## src/ex_defines.svh

```systemverilog
// --------------------
// Width macros for the execute stage
// Included by the packages and by every RTL file that sizes a port
// --------------------
`ifndef EX_DEFINES_SVH
`define EX_DEFINES_SVH

// Data and address width
`define EX_XLEN 32

// Scoreboard transaction id
`define EX_TRANS_ID_BITS 3

// Address space id of an SFENCE.VMA
`define EX_ASID_WIDTH 4

// CSR address field
`define EX_CSR_ADDR_BITS 12

`endif

```

## src/fu_pkg.sv

```systemverilog
// --------------------
// Operation encoding and issued-instruction type of the functional units
// --------------------
`include "ex_defines.svh"

package fu_pkg;

    // Operations understood by the fixed latency units
    typedef enum logic [4:0] {
        // ALU
        ADD, SUB, AND, OR, XOR, SLL, SRL, SRA, SLT, SLTU,
        // Branch unit
        BEQ, BNE, BLT, BGE, BLTU, BGEU, JALR,
        // CSR buffer
        CSR_WRITE, SFENCE_VMA,
        // Multiplier
        MUL, MULH, MULHU
    } fu_op_e;

    // One issued instruction with its operands
    typedef struct packed {
        fu_op_e                         operation;
        logic [`EX_XLEN-1:0]            operand_a;
        logic [`EX_XLEN-1:0]            operand_b;
        logic [`EX_XLEN-1:0]            imm;
        logic [`EX_TRANS_ID_BITS-1:0]   trans_id;
    } fu_data_t;

endpackage

```

## src/bp_pkg.sv

```systemverilog
// --------------------
// Branch prediction and branch resolution types
// --------------------
`include "ex_defines.svh"

package bp_pkg;

    // Prediction made by the frontend
    typedef struct packed {
        logic                   taken;
        logic [`EX_XLEN-1:0]    target;
    } bp_predict_t;

    // Outcome sent back to the frontend
    typedef struct packed {
        logic                   valid;
        logic                   taken;
        logic [`EX_XLEN-1:0]    target;
        logic                   mispredict;
    } bp_resolve_t;

endpackage

```

## src/fu_issue_if.sv

```systemverilog
// --------------------
// Issue bus from the execute stage top level to the fixed latency units
// --------------------
`timescale 1ns/1ns

interface fu_issue_if (
    input logic clk_i,
    input logic rst_ni
);
    import fu_pkg::*;

    fu_data_t   fu_data;
    logic       alu_valid;
    logic       branch_valid;
    logic       csr_valid;
    logic       mult_valid;
    logic       flush;

    modport source (
        output fu_data, alu_valid, branch_valid, csr_valid, mult_valid, flush
    );

    modport sink (
        input fu_data, alu_valid, branch_valid, csr_valid, mult_valid, flush
    );

    // Only one unit may own the shared issue port in a cycle
    a_one_strobe: assert property (@(posedge clk_i) disable iff (!rst_ni)
        $onehot0({alu_valid, branch_valid, csr_valid, mult_valid}))
        else $error("more than one unit strobe raised");

endinterface

```

## src/alu.sv

```systemverilog
// --------------------
// Single cycle ALU, also provides the comparison for conditional branches
// --------------------
`timescale 1ns/1ns
`include "ex_defines.svh"

module alu (
    fu_issue_if.sink                issue,
    output logic [`EX_XLEN-1:0]     result_o,
    output logic                    branch_res_o
);
    import fu_pkg::*;

    logic [`EX_XLEN-1:0]    op_a;
    logic [`EX_XLEN-1:0]    op_b;
    logic [4:0]             shamt;
    logic                   less_signed;
    logic                   less_unsigned;

    assign op_a  = issue.fu_data.operand_a;
    assign op_b  = issue.fu_data.operand_b;
    assign shamt = op_b[4:0];

    // Shared comparators for SLT and the branches
    assign less_signed   = $signed(op_a) < $signed(op_b);
    assign less_unsigned = op_a < op_b;

    // --------------------
    // Result
    // --------------------
    always_comb begin
        result_o = '0;
        case (issue.fu_data.operation)
            ADD:     result_o = op_a + op_b;
            SUB:     result_o = op_a - op_b;
            AND:     result_o = op_a & op_b;
            OR:      result_o = op_a | op_b;
            XOR:     result_o = op_a ^ op_b;
            SLL:     result_o = op_a << shamt;
            SRL:     result_o = op_a >> shamt;
            SRA:     result_o = $unsigned($signed(op_a) >>> shamt);
            SLT:     result_o = {{(`EX_XLEN-1){1'b0}}, less_signed};
            SLTU:    result_o = {{(`EX_XLEN-1){1'b0}}, less_unsigned};
            default: result_o = '0;
        endcase
    end

    // --------------------
    // Branch comparison
    // --------------------
    always_comb begin
        case (issue.fu_data.operation)
            BEQ:     branch_res_o = (op_a == op_b);
            BNE:     branch_res_o = (op_a != op_b);
            BLT:     branch_res_o = less_signed;
            BGE:     branch_res_o = ~less_signed;
            BLTU:    branch_res_o = less_unsigned;
            BGEU:    branch_res_o = ~less_unsigned;
            // Jumps are always taken
            default: branch_res_o = 1'b1;
        endcase
    end

endmodule

```

## src/branch_unit.sv

```systemverilog
// --------------------
// Resolves conditional branches and JALR against the fetch prediction
// --------------------
`timescale 1ns/1ns
`include "ex_defines.svh"

module branch_unit (
    fu_issue_if.sink                issue,
    input  logic [`EX_XLEN-1:0]     pc_i,
    input  bp_pkg::bp_predict_t     predict_i,
    input  logic                    branch_res_i,
    output logic [`EX_XLEN-1:0]     link_o,
    output bp_pkg::bp_resolve_t     resolve_o
);
    import fu_pkg::*;

    logic                   is_jalr;
    logic [`EX_XLEN-1:0]    jump_base;
    logic [`EX_XLEN-1:0]    jump_addr;
    logic [`EX_XLEN-1:0]    next_pc;
    logic                   taken;
    logic [`EX_XLEN-1:0]    target;
    logic                   dir_wrong;
    logic                   target_wrong;

    assign is_jalr = (issue.fu_data.operation == JALR);

    // No compressed instructions, fall-through is always four bytes on
    assign next_pc = pc_i + `EX_XLEN'd4;
    assign link_o  = next_pc;

    // JALR jumps relative to rs1, branches relative to the PC
    assign jump_base = is_jalr ? issue.fu_data.operand_a : pc_i;
    assign jump_addr = (jump_base + issue.fu_data.imm)
                     & {{(`EX_XLEN-1){1'b1}}, ~is_jalr};

    assign taken  = is_jalr | branch_res_i;
    assign target = taken ? jump_addr : next_pc;

    // --------------------
    // Misprediction check
    // --------------------
    assign dir_wrong    = (taken != predict_i.taken);
    assign target_wrong = taken & predict_i.taken & (target != predict_i.target);

    assign resolve_o.valid      = issue.branch_valid;
    assign resolve_o.taken      = taken;
    assign resolve_o.target     = target;
    assign resolve_o.mispredict = issue.branch_valid & (dir_wrong | target_wrong);

endmodule

```

## src/csr_buffer.sv

```systemverilog
// --------------------
// Single-entry buffer for CSR writes and SFENCE.VMA operands
// Holds the entry until commit and blocks further CSR issue while full
// --------------------
`timescale 1ns/1ns
`include "ex_defines.svh"

module csr_buffer (
    input  logic                            clk_i,
    input  logic                            rst_ni,
    fu_issue_if.sink                        issue,
    input  logic                            csr_commit_i,
    output logic                            ready_o,
    output logic [`EX_XLEN-1:0]             csr_result_o,
    output logic [`EX_CSR_ADDR_BITS-1:0]    csr_addr_o,
    output logic                            tlb_flush_o,
    output logic [`EX_XLEN-1:0]             flush_vaddr_o,
    output logic [`EX_ASID_WIDTH-1:0]       flush_asid_o
);
    import fu_pkg::*;

    logic                           full_q;
    logic                           is_fence_q;
    logic [`EX_CSR_ADDR_BITS-1:0]   csr_addr_q;
    logic [`EX_XLEN-1:0]            vaddr_q;
    logic [`EX_ASID_WIDTH-1:0]      asid_q;
    logic                           issue_csr;
    logic                           issue_fence;

    assign issue_csr   = issue.csr_valid & (issue.fu_data.operation == CSR_WRITE);
    assign issue_fence = issue.csr_valid & (issue.fu_data.operation == SFENCE_VMA);

    // --------------------
    // Entry state
    // --------------------
    always_ff @(posedge clk_i or negedge rst_ni) begin
        if (!rst_ni) begin
            full_q     <= 1'b0;
            is_fence_q <= 1'b0;
        end else if (issue.flush) begin
            full_q     <= 1'b0;
            is_fence_q <= 1'b0;
        end else if (issue.csr_valid) begin
            full_q     <= 1'b1;
            is_fence_q <= issue_fence;
        end else if (csr_commit_i) begin
            full_q     <= 1'b0;
            is_fence_q <= 1'b0;
        end
    end

    // Payload, only loaded on issue
    always_ff @(posedge clk_i) begin
        if (issue_csr) begin
            csr_addr_q <= issue.fu_data.imm[`EX_CSR_ADDR_BITS-1:0];
        end
        if (issue_fence) begin
            vaddr_q <= issue.fu_data.operand_a;
            asid_q  <= issue.fu_data.operand_b[`EX_ASID_WIDTH-1:0];
        end
    end

    assign ready_o       = ~full_q;
    // Write value goes straight to the scoreboard
    assign csr_result_o  = issue.fu_data.operand_a;
    assign csr_addr_o    = csr_addr_q;
    assign tlb_flush_o   = csr_commit_i & full_q & is_fence_q;
    assign flush_vaddr_o = vaddr_q;
    assign flush_asid_o  = asid_q;

    // Issue logic has to honour ready_o from the previous cycle
    a_no_issue_when_full: assert property (@(posedge clk_i) disable iff (!rst_ni)
        issue.csr_valid |-> !full_q)
        else $error("CSR issued while the buffer is full");

endmodule

```

## src/mult.sv

```systemverilog
// --------------------
// One-stage pipelined 32x32 multiplier for MUL, MULH and MULHU
// --------------------
`timescale 1ns/1ns
`include "ex_defines.svh"

module mult (
    input  logic                            clk_i,
    input  logic                            rst_ni,
    fu_issue_if.sink                        issue,
    output logic [`EX_XLEN-1:0]             result_o,
    output logic                            valid_o,
    output logic [`EX_TRANS_ID_BITS-1:0]    trans_id_o
);
    import fu_pkg::*;

    logic [`EX_XLEN-1:0]            op_a;
    logic [`EX_XLEN-1:0]            op_b;
    logic [2*`EX_XLEN-1:0]          prod_signed;
    logic [2*`EX_XLEN-1:0]          prod_unsigned;
    logic [`EX_XLEN-1:0]            result_d;
    logic [`EX_XLEN-1:0]            result_q;
    logic [`EX_TRANS_ID_BITS-1:0]   trans_id_q;
    logic                           valid_q;

    assign op_a = issue.fu_data.operand_a;
    assign op_b = issue.fu_data.operand_b;

    // Full width products of the sign or zero extended operands
    assign prod_signed = $signed({{`EX_XLEN{op_a[`EX_XLEN-1]}}, op_a})
                       * $signed({{`EX_XLEN{op_b[`EX_XLEN-1]}}, op_b});
    assign prod_unsigned = {{`EX_XLEN{1'b0}}, op_a} * {{`EX_XLEN{1'b0}}, op_b};

    always_comb begin
        case (issue.fu_data.operation)
            MULH:    result_d = prod_signed[2*`EX_XLEN-1:`EX_XLEN];
            MULHU:   result_d = prod_unsigned[2*`EX_XLEN-1:`EX_XLEN];
            default: result_d = prod_unsigned[`EX_XLEN-1:0];
        endcase
    end

    // --------------------
    // Output stage
    // --------------------
    always_ff @(posedge clk_i or negedge rst_ni) begin
        if (!rst_ni) begin
            valid_q <= 1'b0;
        end else begin
            valid_q <= issue.mult_valid & ~issue.flush;
        end
    end

    always_ff @(posedge clk_i) begin
        if (issue.mult_valid) begin
            result_q   <= result_d;
            trans_id_q <= issue.fu_data.trans_id;
        end
    end

    assign result_o   = result_q;
    assign valid_o    = valid_q;
    assign trans_id_o = trans_id_q;

    // The write-back slot of a result belongs to the multiplier
    a_result_slot: assert property (@(posedge clk_i) disable iff (!rst_ni)
        valid_o |-> !(issue.alu_valid || issue.branch_valid || issue.csr_valid))
        else $error("ALU, branch or CSR issue collides with a multiplier result");

endmodule

```

## src/ex_stage.sv

```systemverilog
// --------------------
// Execute stage top level with ALU, branch unit, CSR buffer and multiplier
// All units share one issue port and one write-back port
// --------------------
`timescale 1ns/1ns
`include "ex_defines.svh"

module ex_stage (
    input  logic                            clk_i,
    input  logic                            rst_ni,
    input  logic                            flush_i,
    // Issue
    input  fu_pkg::fu_op_e                  operation_i,
    input  logic [`EX_XLEN-1:0]             operand_a_i,
    input  logic [`EX_XLEN-1:0]             operand_b_i,
    input  logic [`EX_XLEN-1:0]             imm_i,
    input  logic [`EX_TRANS_ID_BITS-1:0]    trans_id_i,
    input  logic [`EX_XLEN-1:0]             pc_i,
    input  logic                            alu_valid_i,
    input  logic                            branch_valid_i,
    input  logic                            csr_valid_i,
    input  logic                            mult_valid_i,
    input  logic                            predict_taken_i,
    input  logic [`EX_XLEN-1:0]             predict_target_i,
    input  logic                            csr_commit_i,
    // Write-back
    output logic [`EX_XLEN-1:0]             flu_result_o,
    output logic [`EX_TRANS_ID_BITS-1:0]    flu_trans_id_o,
    output logic                            flu_valid_o,
    output logic                            flu_ready_o,
    // Branch resolution
    output logic                            resolve_branch_o,
    output logic                            resolved_taken_o,
    output logic [`EX_XLEN-1:0]             resolved_target_o,
    output logic                            mispredict_o,
    // CSR and TLB flush
    output logic [`EX_CSR_ADDR_BITS-1:0]    csr_addr_o,
    output logic                            tlb_flush_o,
    output logic [`EX_XLEN-1:0]             flush_vaddr_o,
    output logic [`EX_ASID_WIDTH-1:0]       flush_asid_o
);
    import bp_pkg::*;

    logic [`EX_XLEN-1:0]            alu_result;
    logic                           alu_branch_res;
    logic [`EX_XLEN-1:0]            link_addr;
    logic [`EX_XLEN-1:0]            csr_result;
    logic [`EX_XLEN-1:0]            mult_result;
    logic                           mult_valid;
    logic [`EX_TRANS_ID_BITS-1:0]   mult_trans_id;
    bp_predict_t                    predict;
    bp_resolve_t                    resolve;

    // --------------------
    // Issue bus
    // --------------------
    fu_issue_if i_issue (
        .clk_i  (clk_i),
        .rst_ni (rst_ni)
    );

    assign i_issue.fu_data.operation = operation_i;
    assign i_issue.fu_data.operand_a = operand_a_i;
    assign i_issue.fu_data.operand_b = operand_b_i;
    assign i_issue.fu_data.imm       = imm_i;
    assign i_issue.fu_data.trans_id  = trans_id_i;
    assign i_issue.alu_valid         = alu_valid_i;
    assign i_issue.branch_valid      = branch_valid_i;
    assign i_issue.csr_valid         = csr_valid_i;
    assign i_issue.mult_valid        = mult_valid_i;
    assign i_issue.flush             = flush_i;

    assign predict.taken  = predict_taken_i;
    assign predict.target = predict_target_i;

    // --------------------
    // Functional units
    // --------------------
    alu i_alu (
        .issue        (i_issue),
        .result_o     (alu_result),
        .branch_res_o (alu_branch_res)
    );

    branch_unit i_branch_unit (
        .issue        (i_issue),
        .pc_i         (pc_i),
        .predict_i    (predict),
        .branch_res_i (alu_branch_res),
        .link_o       (link_addr),
        .resolve_o    (resolve)
    );

    csr_buffer i_csr_buffer (
        .clk_i         (clk_i),
        .rst_ni        (rst_ni),
        .issue         (i_issue),
        .csr_commit_i  (csr_commit_i),
        .ready_o       (flu_ready_o),
        .csr_result_o  (csr_result),
        .csr_addr_o    (csr_addr_o),
        .tlb_flush_o   (tlb_flush_o),
        .flush_vaddr_o (flush_vaddr_o),
        .flush_asid_o  (flush_asid_o)
    );

    mult i_mult (
        .clk_i      (clk_i),
        .rst_ni     (rst_ni),
        .issue      (i_issue),
        .result_o   (mult_result),
        .valid_o    (mult_valid),
        .trans_id_o (mult_trans_id)
    );

    // --------------------
    // Write-back mux
    // --------------------
    assign flu_valid_o = alu_valid_i | branch_valid_i | csr_valid_i | mult_valid;

    always_comb begin
        // Link address when nothing else writes back
        flu_result_o   = link_addr;
        flu_trans_id_o = trans_id_i;
        if (alu_valid_i) begin
            flu_result_o = alu_result;
        end else if (csr_valid_i) begin
            flu_result_o = csr_result;
        end else if (mult_valid) begin
            flu_result_o   = mult_result;
            flu_trans_id_o = mult_trans_id;
        end
    end

    assign resolve_branch_o  = resolve.valid;
    assign resolved_taken_o  = resolve.taken;
    assign resolved_target_o = resolve.target;
    assign mispredict_o      = resolve.mispredict;

endmodule

```

## config.mk

```make
export PLATFORM = sky130hd
export DESIGN_NAME = ex_stage
export DESIGN_NICKNAME = d
export VERILOG_FILES = /design/src/fu_pkg.sv /design/src/bp_pkg.sv /design/src/fu_issue_if.sv /design/src/alu.sv /design/src/branch_unit.sv /design/src/csr_buffer.sv /design/src/mult.sv /design/src/ex_stage.sv
export VERILOG_INCLUDE_DIRS = /design/src
export SDC_FILE = /design/constraint.sdc
export NUM_CORES = 2
export LEC_CHECK = 0
export ABC_AREA = 0
export ABC_CLOCK_PERIOD_IN_PS = 11300
export BUFFER_PORTS_ARGS = -buffer_cell sky130_fd_sc_hd__buf_2
export CAP_MARGIN = 20
export CORE_ASPECT_RATIO = 0.6
export CORE_UTILIZATION = 54
export CTS_CLUSTER_DIAMETER = 60
export CTS_CLUSTER_SIZE = 16
export DETAILED_ROUTE_END_ITERATION = 7
export PLACE_DENSITY = 0.73
export SLEW_MARGIN = 30
export SYNTH_ARGS = -nofsm -noshare
export SYNTH_HDL_FRONTEND = slang
export SYNTH_SLANG_ARGS = --single-unit
```

## constraint.sdc

```tcl
create_clock -name clk_i -period 11.3 [get_ports clk_i]
set_input_delay 2.26 -clock clk_i [delete_from_list [all_inputs] [get_ports clk_i]]
set_output_delay 2.26 -clock clk_i [all_outputs]
set_load 0.01 [all_outputs]
```

==> metrics.cfg <==
[grt]
grt_pass1_vias=60500
antenna_found_initial=31
grt-ovfl-total=0
grt_pass1_wl_mm=438
grt_start_max_net_pins=70
grt.total_usage_pct=51.0

[critical_path]
cp_max_fo=10
worstSetupEndpointType=flip-flop
crit_type=input pin to flip-flop
r2r_slack_ps=10630
slowest_stage=fa_1
crit_required_ps=11460
critPathLaunchType=input pin
setup.worst_path.end=i_mult.result_o[23]$_DFFE_PP_
reg2reg_depth=2
reg2reg_to=i_csr_buffer.is_fence_q$_DFFE_PN0P_
path_common_cell=fa_1
arrival_ps=11180
startpoint=operand_b_i[10]
r2r-start=i_csr_buffer.is_fence_q$_DFFE_PN0P_
cpPeakStageDelay_ps=670

[synthesis]
synth_top_cell_area_share_pct=45.5
muxShareOfSynthArea_pct=2.19
synth-xor-area-share_pct=2.43
synthAdderAreaFrac_pct=55.5
synth-main-ff-cell=edfxtp_1
syn_area_per_cell_um2=8.64
synth_cell_types=97
synthTopCellsByArea=fa_1 46%, ha_1 9.9%, inv_1 9.7%
async_flop_share_pct=3.49
yosys_warnings=0
ys_ff_latch=86
synth_top_family_by_area=adder cells
synth_compound_area_share_pct=11.3
synth_cells=7502
yosysSeqAreaShare_pct=3.96
syn_nets=9668
syn_area_um2=64800
synth-simple-area-share_pct=12.5
synth_edf_count=83
yosysTopAreaCell=fa_1

[floorplanning]
start_util_pct=54.5
die_area_um2=121000
die_width_um=449
boundaryPins=298
row_count=98
core_um2=119000
dieHeight_um=270

[layout]
final_area_um2=71400
layout-drive-gt1-share_pct=10.9
n_fill_cell=10500
seq_area_um2=2570
mostFrequentLayoutCells=1684 x inv_1, 1474 x fa_1, 811 x nor2_1
syn_to_final_growth_pct=10.1
multiInputGateArea_um2=54400
final_common_cell=inv_1
nNetsFinal=10100

[timing]
maxSlewHeadroom_pct=27.1
fmax_mhz=90.8
min_period_ps=11010
worst_slew_pin_slew_ps=1090
hold_viol_final=0
setup_viol=0
finalWorstSetupSlack_ps=286
period_share_pct=97.5
rsz0062_at_grt=no
slew_violations=0
fin_skew_ps=0
timing.hold.ws_ps=540

[detailed_routing]
wl_per_cell_um=32.1
dr.pass1.iters=8
antenna_left=0
route.vias.total=60100
viasPerCell=6.29
detail_route.iter0.violations=8846
remaining_drc_errors=0
totalWireLength_mm=307

[worst_hold_path]
worstHoldStart=i_csr_buffer.is_fence_q$_DFFE_PN0P_
hp-class=flip-flop to flip-flop

[clock_tree]
insertion_delay_ps=410
hold_buffers=0
tritoncts=built
clk_pin_slew_ps=90
cts_num_sinks=86
numCtsBuffers=9
htreeDepth=3
clock_path_buffers=2
cts.root.buffer_cell=clkbuf_16

[place]
place.port_buffers=297
pre_cts_ws_ps=139
dp.final_hpwl_mm=259
place_area_um2=71000
routabilityCongestion=1.11

[outcome]
outcome=finished, final reports clean

[run]
cap_violations=0

==> worst max-delay path: cells and delay by family <==
family | cells | cell delay, ps
compound gates | 7 | 1610
simple gates | 4 | 970
xor+xnor | 1 | 180
fa+ha+maj | 9 | 4590
buf+inv | 10 | 1540
==> routing by layer <==
| layer | global-route usage, % | wire [um] |
|---|---|---|
| met1 | 71.1 | 120000 |
| met2 | 64.0 | 112000 |
| met4 | 20.2 | 15000 |
| met5 | 0 | 208 |
| met3 | 29.0 | 59800 |
==> how the worst min path moves through the flow <==
stage | end | cells past startpoint
CTS | i_csr_buffer.is_fence_q$_DFFE_PN0P_ | 2
finish | i_csr_buffer.is_fence_q$_DFFE_PN0P_ | 2
global placement | i_csr_buffer.is_fence_q$_DFFE_PN0P_ | 2
global route | i_csr_buffer.is_fence_q$_DFFE_PN0P_ | 2
detailed placement | i_csr_buffer.is_fence_q$_DFFE_PN0P_ | 2
floorplan | i_csr_buffer.is_fence_q$_DFFE_PN0P_ | 2
==> through the flow <==
stage	TNS [ps]	util (%)	cells
2_1_floorplan	0	-	7502
3_3_place_gp	-0.418	59.6	9512
3_5_place_dp	0	59.6	9513
4_1_cts	0	59.9	9529
5_1_grt	0	59.9	9532
6_report	0	59.9	9549
==> cells by family after synthesis <==
kind of cell | Yosys count
compound gates | 1118
xor+xnor | 173
simple gates | 1919
flops | 86
buf+inv | 2087
mux | 130
fa+ha+maj | 1989
==> registers in the layout (all words and copies together), names as in the netlist <==
signal                      count
i_mult.result_o                32
i_csr_buffer.flush_vaddr_o     32
i_mult.trans_id_o               3
i_csr_buffer.is_fence_q         1
i_csr_buffer.full_q             1
i_csr_buffer.csr_addr_o        12
i_csr_buffer.flush_asid_o       4
i_mult.valid_o                  1
==> what timing repair did <==
action / 4_1_cts / 5_1_grt
gates resized for setup: 0 / 2
endpoints found under the setup margin: 0 / 1
buffers inserted: 0 / 0
==> cells in the mapped netlist (28+ instances only) <==
library cell     n
nor2b_1         30
o221ai_1        29
nand4_1         36
ha_1           515
inv_1         1684
buf_1           90
edfxtp_1        83
nand3_1         52
nor2_1         817
nand2b_1        39
xor2_1          71
a221oi_1        28
a31oi_1         31
o211ai_1        35
a211oi_1        41
o22ai_1         50
o21ai_0        218
nand2_1        726
mux2i_1        116
o21bai_1        28
xnor2_1         98
fa_1          1474
nor3_1          74
clkbuf_1       253
a21o_1          90
a21oi_1        296
a22oi_1         29
==> layout make-up <==
| class | count | share of cell area, % |
|---|---|---|
| Sequential cell | 86 | 3.60 |
| Tap cell | 1600 | 2.80 |
| Timing Repair Buffer | 776 | 7.76 |
| Antenna cell | 20 | 0.0701 |
| Inverter | 1722 | 9.06 |
| Multi-Input combinational cell | 5329 | 76.3 |
| Clock buffer | 9 | 0.316 |
| Clock inverter | 7 | 0.119 |
Power is not shown: default switching activity piles up to over one toggle a cycle in this logic, so the estimate is an artifact.
